==> config.mk <==
export PLATFORM = sky130hd
export DESIGN_NAME = itag_hit_compare
export DESIGN_NICKNAME = d
export VERILOG_FILES = /design/src/hdl/icache_pkg.sv /design/src/hdl/itag_hit_compare.sv
export VERILOG_INCLUDE_DIRS = /design/src /design/src/hdl
export SDC_FILE = /design/constraint.sdc
export NUM_CORES = 1
export LEC_CHECK = 0
export BUFFER_PORTS_ARGS = -buffer_cell sky130_fd_sc_hd__clkbuf_2
export CORE_MARGIN = 4
export CORE_UTILIZATION = 41
export DETAILED_ROUTE_END_ITERATION = 6
export PLACE_DENSITY = 0.81
export SLEW_MARGIN = 20
export SYNTH_ARGS = -nofsm -noshare
export SYNTH_HDL_FRONTEND = slang
export SYNTH_SLANG_ARGS = --single-unit
==> constraint.sdc <==
create_clock -name clk_i -period 2.01 [get_ports clk_i]
set_input_delay 0.402 -clock clk_i [delete_from_list [all_inputs] [get_ports clk_i]]
set_output_delay 0.402 -clock clk_i [all_outputs]
set_load 0.02 [all_outputs]
==> src/hdl/icache_params.svh <==
// icache tag lookup parameters: way count, set count and tag width
`ifndef ICACHE_PARAMS_SVH
`define ICACHE_PARAMS_SVH

// ======================================================================
// cache geometry
// ======================================================================

// ways per set, one valid bit and one tag each
`define ICACHE_N_WAY 4

// sets in the tag store, the index width follows from this
`define ICACHE_N_SET 64

// stored tag width in bits
`define ICACHE_TAG_W 20

`endif
==> src/hdl/icache_pkg.sv <==
// icache lookup types: set index, request and response structs
`include "icache_params.svh"

package icache_pkg;

  // set index, log2 of the set count
  typedef logic [$clog2(`ICACHE_N_SET)-1:0] icache_idx_t;

  // lookup request, 32 bits
  // a nonzero way mask is also the request strobe
  typedef struct packed {
    logic [`ICACHE_N_WAY-1:0] way_mask;
    logic                     we;
    // valid bit stored on a write
    logic                     vbit;
    // write tag, or compare tag on a read
    logic [`ICACHE_TAG_W-1:0] tag;
    icache_idx_t              index;
  } icache_req_t;

  // lookup response, 26 bits
  typedef struct packed {
    logic                     valid;
    logic                     hit;
    // one-hot, zero on a miss
    logic [`ICACHE_N_WAY-1:0] hit_way;
    // tag of the hit way, zero on a miss
    logic [`ICACHE_TAG_W-1:0] hit_tag;
  } icache_rsp_t;

endpackage

==> src/hdl/itag_hit_compare.sv <==
// icache hit compare: matches stored tags and valid bits against the lookup tag
`timescale 1ns/1ps
`include "icache_params.svh"

module itag_hit_compare (
  input  logic                                         clk_i,
  input  logic                                         rst_n_i,
  input  icache_pkg::icache_req_t                      req_i,
  input  logic [`ICACHE_N_WAY-1:0][`ICACHE_TAG_W-1:0]  tags_i,
  input  logic [`ICACHE_N_WAY-1:0]                     vbit_i,
  output icache_pkg::icache_rsp_t                      rsp_o
);

  import icache_pkg::*;

  // ====================================================================
  // lookup stage registers
  // ====================================================================

  // read strobe and tag, aligned with the array read outputs
  logic                     rd_q;
  logic [`ICACHE_TAG_W-1:0] lookup_tag_q;
  // per-way hit
  logic [`ICACHE_N_WAY-1:0] match;
  icache_rsp_t              rsp_d;

  always_ff @(posedge clk_i or negedge rst_n_i) begin
    if (!rst_n_i) begin
      rd_q <= 1'b0;
    end else begin
      rd_q <= (|req_i.way_mask) & ~req_i.we;
    end
  end

  // tag only moves on a read, writes leave it alone
  always_ff @(posedge clk_i) begin
    if ((|req_i.way_mask) && !req_i.we) begin
      lookup_tag_q <= req_i.tag;
    end
  end

  // ====================================================================
  // compare and response
  // ====================================================================

  always_comb begin
    rsp_d       = '0;
    rsp_d.valid = rd_q;
    for (int w = 0; w < `ICACHE_N_WAY; w++) begin
      match[w] = vbit_i[w] & (tags_i[w] == lookup_tag_q);
      // OR-select is enough, at most one way matches
      rsp_d.hit_tag = rsp_d.hit_tag | (tags_i[w] & {`ICACHE_TAG_W{match[w]}});
    end
    rsp_d.hit     = |match;
    rsp_d.hit_way = match;
  end

  assign rsp_o = rsp_d;

  // more than one hit means duplicate valid tags in one set
  a_hit_onehot: assert property (
    @(posedge clk_i) disable iff (!rst_n_i) rsp_o.valid |-> $onehot0(rsp_o.hit_way)
  ) else $error("multiple ways hit in one set");

endmodule

* Word level (Yosys, flattened, before mapping)
Cells that the tools add are included.
** Word-level totals
- Bits in registers :: 21
- Bits of input ports :: 118
- Output and inout port bits :: 26
- Word-level logic and storage cells :: 23
** Cells by class
- Equality and inequality tests :: 4
- Bitwise gates (word level) :: 13
- Reduce and logical (&&, ||, !) cells :: 4
** Operators by type and width (count)
- $and A20 B20 Y20 :: 4
- $eq A20 B20 Y1 :: 4
- $or A20 B20 Y20 :: 3
- $reduce_or A4 Y1 :: 2
- $and A1 B1 Y1 :: 5
- $logic_and A1 B1 Y1 :: 1
- $logic_not A1 Y1 :: 1
- $not A1 Y1 :: 1

* Depth between registers and ports, before layout
- Depth in word-level cells :: 6
- Depth in mapped cells :: 7
- Mapped depth without buffers :: 5

* Least setup slack after synthesis
No wires, ideal clock.
- Kind :: flip-flop to output port
- From :: register lookup_tag_q[9]
- To :: output rsp_o[11] (netlist name)
- Arrival time :: 2149 ps
- Required time :: 1608 ps
- Slack :: -541 ps
- Cell stages (with the launch flop) :: 8
- Buffers on the path :: 2
- Cells stage by stage :: edfxtp_1 -> clkbuf_1 -> xnor2_1 -> nand4_1 -> nor4_1 -> nand3_1 -> clkbuf_1 -> o311ai_0
** RTL lines
- start: declaration :: RTL line itag_hit_compare.sv:22 : logic [`ICACHE_TAG_W-1:0] lookup_tag_q;
- start signal: assignment :: RTL line itag_hit_compare.sv:38 : lookup_tag_q <= req_i.tag;
- end: declaration :: RTL line itag_hit_compare.sv:11 : output icache_pkg::icache_rsp_t rsp_o

==> results.py <==
metrics = {
    "clock_tree": {
        "path_clk_slew_ns": 0.07,
        "cts_sinks": 21,
        "cts_root_buf": "clkbuf_8",
        "cts_buffer_depth": 2,
        "cts_inserted_buffers": 3,
        "cts_tree": "done",
        "htree_levels": 1,
    },
    "sta": {
        "slew_headroom_pct": 63.2,
        "hold_violations": 0,
        "clock.fmax_ghz": 0.359,
        "period_minus_slack_ns": 2.78,
        "worst_slew_pin_slew_ns": 0.548,
        "rsz0062_at_grt": "yes",
        "fin_ws_ns": -0.773,
        "finalCritPeriodShare_pct": 138,
        "setup-violations-final": 25,
        "drv_slew": 0,
        "whs_ns": 0.312,
        "setup_tns_ns": -16.28,
    },
    "floorplanning": {
        "dieArea_um2": 7410,
        "rows": 28,
        "core_area_um2": 5920,
        "dieWidth_um": 86.1,
        "die_h_um": 86.1,
        "ios": 144,
        "initial_core_util_pct": 42.2,
    },
    "logic_synthesis": {
        "synth_area_um2": 2500,
        "ys_seq_area_share_pct": 25.0,
        "async_flop_share_pct": 4.76,
        "syn_avg_cell_area_um2": 8.65,
        "synth_warnings": 0,
        "synthCells": 289,
        "syn_nets": 407,
        "synth-edff-count": 20,
        "ys.flop_type": "edfxtp_1",
        "ys_types": 33,
        "ys_seq_elements": 21,
    },
    "power_and_ir_drop": {
        "p_sw_share_pct": 35.7,
        "p_sw_mw": 0.573,
        "seqPwrFrac_pct": 36.5,
        "p_comb_share_pct": 47.4,
        "irDropWorstVdd_mv": 0.491,
        "power_leakage_nw": 2.34,
        "internal_power_mw": 1.03,
        "clkPwrFrac_pct": 16.2,
        "power_density_nw_per_um2": 347,
    },
    "worst_setup_path": {
        "path_class": "register to output pin",
        "arrival_ns": 2.38,
        "worstPathMaxFanout": 11,
        "critPathRequiredTime_ns": 1.61,
        "cp_top_family": "simple AND/OR/NAND/NOR gates",
        "path_buf_inv": 2,
        "worstPathCellList": "xor2_2 -> nor4_2 -> and3_1 -> buf_6 -> a32oi_1 -> o311ai_2 -> buf_4",
        "slowest_delay_ns": 0.53,
        "cp-start-kind": "register",
        "cp-end-kind": "output pin",
        "crit_slowest_cell": "edfxtp_1",
    },
    "drt": {
        "post_drt_wl_per_cell_um": 21.4,
        "via_per_inst": 6.28,
        "vias": 3531,
        "drtIter0Drc": 266,
        "drc": 0,
        "ant_nets": 0,
        "wirelength_mm": 12.0,
        "drt_first_pass_iters": 5,
    },
    "cells_and_area": {
        "drive_above_1_share_pct": 60.8,
        "syn_to_final_growth_pct": 85.2,
        "diodes": 0,
        "finalNetCount": 606,
        "n_fill_cell": 367,
    },
    "run_status": {
        "outcome": "complete, but fails checks",
        "violations": "setup timing",
    },
    "place": {
        "io_buffers": 136,
        "hpwl_mm": 8.20,
        "place_congestion": 0.890,
    },
    "worst_hold_path": {
        "worstHoldStart": "req_i[27]",
        "hold_path.class": "primary input to register",
        "worstHoldEndpoint": "rd_q$_DFF_PN0_",
        "min_path_cells": 2,
    },
    "global_routing": {
        "grt.overflow.total": 0,
        "grt_pass1_wl_mm": 15.2,
        "grt_pass1_vias": 3146,
        "grtUsageTotal_pct": 26.3,
        "grt_max_degree": 22,
        "antenna_found_initial": 0,
    },
    "job": {
        "drv_cap": 0,
    },
}
-- stage by stage --
stage	std cells	utilization (%)	power [mW]	area [um^2]	setup slack, ns
after floorplan	289	-	0.863	2650	-0.384
after global placement	536	63.7	1.19	3770	-0.309
after detailed placement	536	63.7	1.20	3770	-0.364
after CTS	547	69.4	1.50	4110	-0.607
after global routing	562	78.2	1.67	4630	-0.823
final	562	78.2	1.61	4630	-0.773
-- power by group through the flow --
stage	clock [mW]	combinational [mW]	sequential, mW
after CTS	0.269	0.656	0.579
final	0.259	0.761	0.585
after detailed placement	0	0.604	0.591
after floorplan	0	0.284	0.579
after global placement	0	0.599	0.588
after global routing	0.280	0.798	0.588
-- worst max-delay path by stage --
stage	from	to	slack, ns	cells past startpoint
after floorplan	lookup_tag_q[12]$_DFFE_PP_	rsp_o[24]	-0.38	6
after global placement	lookup_tag_q[12]$_DFFE_PP_	rsp_o[19]	-0.31	7
after detailed placement	lookup_tag_q[12]$_DFFE_PP_	rsp_o[19]	-0.36	7
after CTS	lookup_tag_q[8]$_DFFE_PP_	rsp_o[15]	-0.61	7
after global routing	lookup_tag_q[13]$_DFFE_PP_	rsp_o[19]	-0.82	7
final	lookup_tag_q[13]$_DFFE_PP_	rsp_o[19]	-0.77	7
-- cell families after synthesis --
kind of cell	after synthesis	synth area share (%)
buffers and inverters	61	9.80
flip-flops	21	25.0
AO/OA/AOI/OAI	50	19.5
XOR/XNOR	73	25.6
AND/OR/NAND/NOR	84	20.2
-- placed cells by master (no fill, tap or decap), drive strengths merged --
cell and count:
o311ai 20, a32oi 21, a222oi 1, clkbuf 122, a21oi 1, dfrtp 1
nand4 28, or2 2, o211ai 1, nand2b 3, nand2 10, nor3 1
and3 2, o21ai 2, nor4 29, nand3 4, dlygate4sd3 1, nor2 4
xor2 24, buf 98, inv 37, edfxtp 20, and2 1, and4 1
o221ai 1, o2111ai 3, xnor2 49
-- area by class of cell --
class | instances | area (um^2) | share of cell area, %
clock buffers | 4 | 45.0 | 0.972
multi-input cells | 208 | 2210 | 47.8
well taps | 75 | 93.8 | 2.03
inverters | 37 | 139 | 3.00
repair buffers | 217 | 1520 | 32.7
flip-flops and latches | 21 | 626 | 13.5
-- Yosys cell counts (all sizes together), types with 2 or more instances --
library cell  count  share of area (%)
nand3             4               0.80
a32oi            21                7.4
nor2              4               0.60
nor4             29                7.9
clkbuf           17                2.6
inv              37                5.6
nand2b            3               0.75
o21ai             2               0.40
o311ai           20                9.4
buf               7                1.7
xor2             24                8.4
and3              2               0.50
nand2            10                1.5
xnor2            49                 17
o2111ai           3                1.1
edfxtp           20                 24
nand4            28                7.0
-- timing repair --
action / 4_1_cts / 5_1_grt
hold endpoints to repair: 1 / 0
buffers inserted: 3 / 10
setup endpoints to repair: 25 / 25
cloned: 3 / 5
hold buffers: 1 / 0
pin swaps: 10 / 14
gates resized for setup: 50 / 103
-- per-layer routing --
metal	global-route usage, %	wire length, um
met1	33.4	4250
met2	44.4	5560
met3	3.55	1250
met4	11.1	941
met5	0	0
-- flip-flops by register name, indices dropped and copies added (netlist names) --
name and flops:
lookup_tag_q 20, rd_q 1
No activity file was read; power rests on OpenSTA's default activity.
