**src/hdl/icache_params.svh**
```systemverilog
// icache tag lookup parameters: way count, set count and tag width
`ifndef ICACHE_PARAMS_SVH
`define ICACHE_PARAMS_SVH

// ======================================================================
// cache geometry
// ======================================================================

// ways per set, one valid bit and one tag each
`define ICACHE_N_WAY 4

// sets in the tag store, the index width follows from this
`define ICACHE_N_SET 64

// stored tag width in bits
`define ICACHE_TAG_W 20

`endif
```
**src/hdl/icache_pkg.sv**
```systemverilog
// icache lookup types: set index, request and response structs
`include "icache_params.svh"

package icache_pkg;

  // set index, log2 of the set count
  typedef logic [$clog2(`ICACHE_N_SET)-1:0] icache_idx_t;

  // lookup request, 32 bits
  // a nonzero way mask is also the request strobe
  typedef struct packed {
    logic [`ICACHE_N_WAY-1:0] way_mask;
    logic                     we;
    // valid bit stored on a write
    logic                     vbit;
    // write tag, or compare tag on a read
    logic [`ICACHE_TAG_W-1:0] tag;
    icache_idx_t              index;
  } icache_req_t;

  // lookup response, 26 bits
  typedef struct packed {
    logic                     valid;
    logic                     hit;
    // one-hot, zero on a miss
    logic [`ICACHE_N_WAY-1:0] hit_way;
    // tag of the hit way, zero on a miss
    logic [`ICACHE_TAG_W-1:0] hit_tag;
  } icache_rsp_t;

endpackage

```
**src/hdl/ivalid_array.sv**
```systemverilog
// icache valid bit store: one bit per set and way, registered read, single-cycle flush
`timescale 1ns/1ps
`include "icache_params.svh"

module ivalid_array (
  input  logic                     clk_i,
  input  logic                     rst_n_i,
  input  logic                     flush_i,
  input  logic [`ICACHE_N_WAY-1:0] way_mask_i,
  input  logic                     we_i,
  input  logic                     vbit_i,
  input  icache_pkg::icache_idx_t  index_i,
  output logic [`ICACHE_N_WAY-1:0] vbit_o
);

  // ====================================================================
  // storage
  // ====================================================================

  // valid bits, indexed [set][way]
  logic [`ICACHE_N_SET-1:0][`ICACHE_N_WAY-1:0] valid_q;

  // request strobe from the way mask
  logic req_live;

  assign req_live = |way_mask_i;

  // flush wins over any request in the same cycle
  // a read that meets a flush returns all zero
  always_ff @(posedge clk_i or negedge rst_n_i) begin
    if (!rst_n_i) begin
      valid_q <= '0;
      vbit_o  <= '0;
    end else if (flush_i) begin
      valid_q <= '0;
      vbit_o  <= '0;
    end else if (req_live) begin
      if (we_i) begin
        // only masked ways take the new valid bit
        for (int w = 0; w < `ICACHE_N_WAY; w++) begin
          if (way_mask_i[w]) begin
            valid_q[index_i][w] <= vbit_i;
          end
        end
      end else begin
        // read returns every way of the set
        vbit_o <= valid_q[index_i];
      end
    end
  end

  // ====================================================================
  // checks
  // ====================================================================

  // write enable with no way selected would be silently dropped
  a_write_has_ways: assert property (
    @(posedge clk_i) disable iff (!rst_n_i) we_i |-> req_live
  ) else $error("valid array write with empty way mask");

endmodule

```
**config.mk**
```make
export PLATFORM = sky130hd
export DESIGN_NAME = ivalid_array
export DESIGN_NICKNAME = d
export VERILOG_FILES = /design/src/hdl/icache_pkg.sv /design/src/hdl/ivalid_array.sv
export VERILOG_INCLUDE_DIRS = /design/src /design/src/hdl
export SDC_FILE = /design/constraint.sdc
export NUM_CORES = 1
export LEC_CHECK = 0
export BUFFER_PORTS_ARGS = -buffer_cell sky130_fd_sc_hd__buf_2
export CORE_ASPECT_RATIO = 0.9
export CORE_MARGIN = 5
export CORE_UTILIZATION = 33
export CTS_CLUSTER_DIAMETER = 60
export DETAILED_ROUTE_END_ITERATION = 7
export GPL_TIMING_DRIVEN = 1
export PLACE_DENSITY_LB_ADDON = 0.25
export SYNTH_ARGS = -nofsm -noshare
export SYNTH_HDL_FRONTEND = slang
export SYNTH_SLANG_ARGS = --single-unit
```
**constraint.sdc**
```tcl
create_clock -name clk_i -period 1.5 [get_ports clk_i]
set_input_delay 0.3 -clock clk_i [delete_from_list [all_inputs] [get_ports clk_i]]
set_output_delay 0.3 -clock clk_i [all_outputs]
set_load 0.05 [all_outputs]
```
Word-level counts from Yosys, hierarchy flattened
Index checks and enable logic that the tools add are counted.
{"block": "op_classes", "n_eq_ne": 1, "muxes": 33, "n_reduce_logical": 6, "n_lt_le_gt_ge": 2}
{"operator": "$mux W256", "count": 16}
{"operator": "$bwmux W256", "count": 4}
{"operator": "$demux W4 S6", "count": 4}
{"operator": "$bmux W4 S6", "count": 1}
{"operator": "$mux W4", "count": 5}
{"operator": "$lt A6 B7 Y1 const B", "count": 1}
{"operator": "$ge A6 B1 Y1 const B", "count": 1}
{"operator": "$reduce_and A2 Y1", "count": 2}
{"operator": "$reduce_bool A2 Y1", "count": 2}
{"operator": "$reduce_or A4 Y1", "count": 1}
{"operator": "$mux W3", "count": 1}
{"operator": "$mux W2", "count": 1}
{"operator": "$ne A2 B2 Y1 const B", "count": 1}
{"operator": "$logic_and A1 B1 Y1", "count": 1}
{"operator": "$mux W1", "count": 1}
{"block": "word_totals", "input_bits": 15, "regBits": 260, "wordCells": 107}

Longest topological paths before layout
{"block": "logic_depth", "depth_word": 24, "ltp_mapped": 9}

Worst setup path before layout
OpenSTA, ideal clock, no wires.
{"block": "synth_path", "kind": "input-to-reg", "startpoint": "input port index_i[0]", "endpoint": "register vbit_o[0]", "t_required_ps": 1352, "setup_slack_ps": -322, "stages": 8, "arrival_ps": 1674, "cell_sequence": "buf_6 > buf_6 > buf_2 > mux2_1 > o22ai_1 > a211oi_1 > nor4_1 > a41oi_1"}
{"block": "synth_via", "elab_chain_len": 5}
{"item": "start, declared", "line": "ivalid_array.sv:12", "text": "input icache_pkg::icache_idx_t index_i,"}
{"item": "$bmux W4 S6", "line": "ivalid_array.sv:47", "text": "vbit_o <= valid_q[index_i];"}
{"item": "$mux W4 (not written as such)", "line": "ivalid_array.sv:47"}
{"item": "$mux W4", "line": "ivalid_array.sv:38", "text": "if (we_i) begin"}
{"item": "$mux W4", "line": "ivalid_array.sv:37", "text": "end else if (req_live) begin"}
{"item": "$mux W4", "line": "ivalid_array.sv:34", "text": "end else if (flush_i) begin"}
{"item": "end signal, assigned", "line": "ivalid_array.sv:47"}
{"item": "end, declared", "line": "ivalid_array.sv:13", "text": "output logic [`ICACHE_N_WAY-1:0] vbit_o"}
Every way passes these cells. The select of a mux whose other input is x is not followed.
A chain may end at the register's enable or synchronous reset.

Worst setup path after layout
{"block": "layout_path", "startpoint": "register valid_q[239] in the netlist's numbering", "endpoint": "register vbit_o[3]"}
{"block": "layout_via", "elab_chain_len": 5}
{"item": "start, declared", "line": "ivalid_array.sv:21", "text": "logic [`ICACHE_N_SET-1:0][`ICACHE_N_WAY-1:0] valid_q;"}
{"item": "start signal, assigned by index", "line": "ivalid_array.sv:42", "text": "valid_q[index_i][w] <= vbit_i;"}
{"item": "$bmux W4 S6", "line": "ivalid_array.sv:47"}
{"item": "$mux W4 (not written as such)", "line": "ivalid_array.sv:47"}
{"item": "$mux W4", "line": "ivalid_array.sv:38"}
{"item": "$mux W4", "line": "ivalid_array.sv:37"}
{"item": "$mux W4", "line": "ivalid_array.sv:34"}
Every way passes these cells. The select of a mux whose other input is x is not followed.

==> flow_summary_export.csv <==
group,metric,value,unit
timing,rsz0062_at_grt,"true",
cts,clockBufferDepth,3,
timing,fin_worst_skew,16.07,ps
critical_path,crit_path_end,"vbit_o[3]",
detailed_routing,wl,46280,um
synthesis,syn_inst,1307,
detailed_routing,drtIter0Drc,1182,
synthesis,synth_seq_area_share,51.57,%
timing,slew_violations,0,
place,port_buffers,18,
place,hpwl,31640,um
synthesis,yosysWarningCount,0,
synthesis,yosysUniqueCellTypes,52,
pwr,finalPower,16.07,mW
floorplan,die_w,216.1,um
cts,clock_sinks,260,
pwr,irDropWorstVdd,0.8685,mV
floorplan,pin_count,19,
layout,syn2layout_area_growth,25.45,%
layout,seqCellArea,6509,um^2
global_routing,grt_use_total,21.47,%
detailed_routing,dr.pass1.iters,5,
timing,setup_ws,-374.1,ps
timing,final.period_utilization,124.9,%
cts,cts_tree,"done",
global_routing,antenna_found_initial,0,
detailed_routing,post-route-drc-count,0,
timing,finalSetupViolCount,5,
layout,drive_above_1_share,22.80,%
place,gp_congestion,0.9083,
critical_path,worstSetupStartpointType,"flip-flop",
global_routing,grt-ovfl-total,0,
layout,stdcell_count,1924,
floorplan,core_area,38030,um^2
cts,htreeDepth,1,
timing,holdWs,179.8,ps
layout,multi_input_area,5782,um^2
pwr,p_per_area,1015,nW/um^2
critical_path,startpoint,"valid_q[239]",
timing,slew_headroom,49.65,%
floorplan,die-height,195.5,um
synthesis,ys_async_sr_fraction,100.0,%
pwr,leakage,6.940,nW
critical_path,r2r_end,"vbit_o[3]",
detailed_routing,ant_nets,0,
place,dpl.cell_count,1868,
timing,fmax,533.6,MHz
timing,period_minus_slack,1874,ps
synthesis,synth_edf_count,0,
critical_path,r2r-start,"valid_q[239]",
critical_path,r2r_slack,-370,ps
synthesis,ys.flop_type,"dfrtp_1",
layout,antenna_cells,0,
critical_path,cp_data_arrival_time,2290,ps
cts,cts_buffers,29,
synthesis,ys_seq_elements,260,
cts,clk_pin_slew,60,ps
critical_path,reg2reg_depth,5,
synthesis,synth.top_cell.area_share,51.57,%
global_routing,grt_max_degree,69,
critical_path,cp.required,1920,ps
critical_path,worstSetupPathType,"flip-flop to flip-flop",
timing,report.final.hold_viol_count,0,
synthesis,syn-num-nets,1322,
cts,worstSkewPairLatency,570,ps
layout,final_cell_mix,"406 x o21ai_0, 258 x dfrtp_1, 137 x buf_4, 102 x o21ai_1, 67 x a21oi_1",
critical_path,crit_path_end_kind,"flip-flop",
global_routing,grt_first_pass_wirelength,71070,um
floorplan,rows,68,
status,status,"complete, but fails checks",
synthesis,mappedNetlistArea,12620,um^2
detailed_routing,via_count,11305,
layout,final_nets,1427,
floorplan,dieArea,42250,um^2
synthesis,synth_area_leaders,"dfrtp_1 52%, o21ai_0 19%, mux2i_1 3.6%",
detailed_routing,wire_per_inst,24.06,um
job,maxCapViolCount,0,
cts,clock_tree.root_cell,"clkbuf_16",
worst_hold_path,hold_class,"input pin to asynchronous set/reset pin",
status,failed_checks,"negative setup slack",
detailed_routing,avgViaCountPerCell,5.876,
layout,fill_cells,3663,
timing,tightest_slew,752.4,ps
place,dp_slack,-705.2,ps
synthesis,syn_avg_cell_area,9.653,um^2
synthesis,synth_largest_area_cell,"dfrtp_1",
layout,layout_commonest_cell,"o21ai_0",
floorplan,start_util,33.17,%
critical_path,path_max_fanout,2,
global_routing,grt_pass1_vias,11357,
==> logic make-up (layout without fill, tap and decap cells) <==
group,Yosys count,count (layout),synth area share (%)
and+or+nand+nor,156,156,6.079
DFF,260,260,51.57
AOI/OAI and AO/OA,669,669,28.39
buffers and inverters,130,257,4.413
muxes,92,92,9.541
==> flip-flops by register name, indices dropped and copies added, names as in the netlist <==
signal,count
valid_q,256
vbit_o,4
==> report_power, final <==
| group | leakage, nW | switching [mW] | internal, mW |
|---|---|---|---|
| sequential | 3.63 | 0.0291 | 7.05 |
| combinational | 2.84 | 1.14 | 0.601 |
| clock | 0.476 | 3.03 | 4.22 |
| total | 6.94 | 4.20 | 11.9 |
==> layer usage <==
layer	GRT usage (%)	vias to the layer above	wire, um	share of wire (%)
met4	5.511	0	1309	2.8
met5	0	-	0	0
met3	4.542	85	3449	7.5
met1	30.39	5739	20430	44
met2	33.81	455	21100	46
li1	-	5026	-	-
==> area by class of cell <==
type,instances,area share (%)
clock buffers,37,4.965
clock inverters,16,1.091
inverters,9,0.2135
multi-input cells,917,36.53
flip-flops and latches,260,41.13
well taps,490,3.874
repair buffers,195,12.20
==> cells in the mapped netlist, drive strengths merged (6+ instances only) <==
library cell and count:
o21ai 508, dfrtp 260, clkbuf 89, nand2 77, a21oi 76, mux2i 46
buf 32, mux2 26, o22ai 21, mux4 20, and3 18, a211o 12
nor2 12, a21o 9, inv 9, nand3 9, and2 8, a221oi 7
a211oi 6
==> through the flow <==
stage / area [um^2] / setup TNS (ps) / utilization (%)
floorplan: 12720 / -3202 / -
global placement: 14700 / -115920 / 38.66
detailed placement: 14700 / -122690 / 38.66
CTS: 15780 / -859.4 / 41.49
global route: 15830 / -1220 / 41.61
finish: 15830 / -929.4 / 41.61
==> critical path, cell delays in order (launching register included) <==
cell	delay, ps
dfrtp_1	400
mux4_2	470
mux2_4	290
o2bb2ai_4	150
a221oi_4	260
a311oi_1	150
==> worst min path at each step <==
stage            start            to  slack [ps]
6_report       rst_n_i  valid_q[111]         180
5_1_grt        rst_n_i  valid_q[111]         190
4_1_cts        rst_n_i  valid_q[111]         170
3_5_place_dp   rst_n_i  valid_q[111]         180
3_3_place_gp   rst_n_i  valid_q[111]         180
2_1_floorplan  rst_n_i    valid_q[0]           4
==> repair_timing <==
action	in CTS	in global routing
hold buffers	1	0
endpoints found under the setup margin	46	124
pin swaps	5	3
setup buffers	2	0
gates resized for setup	21	35
endpoints found under the hold margin	260	0
No activity file was read; power rests on OpenSTA's default activity.
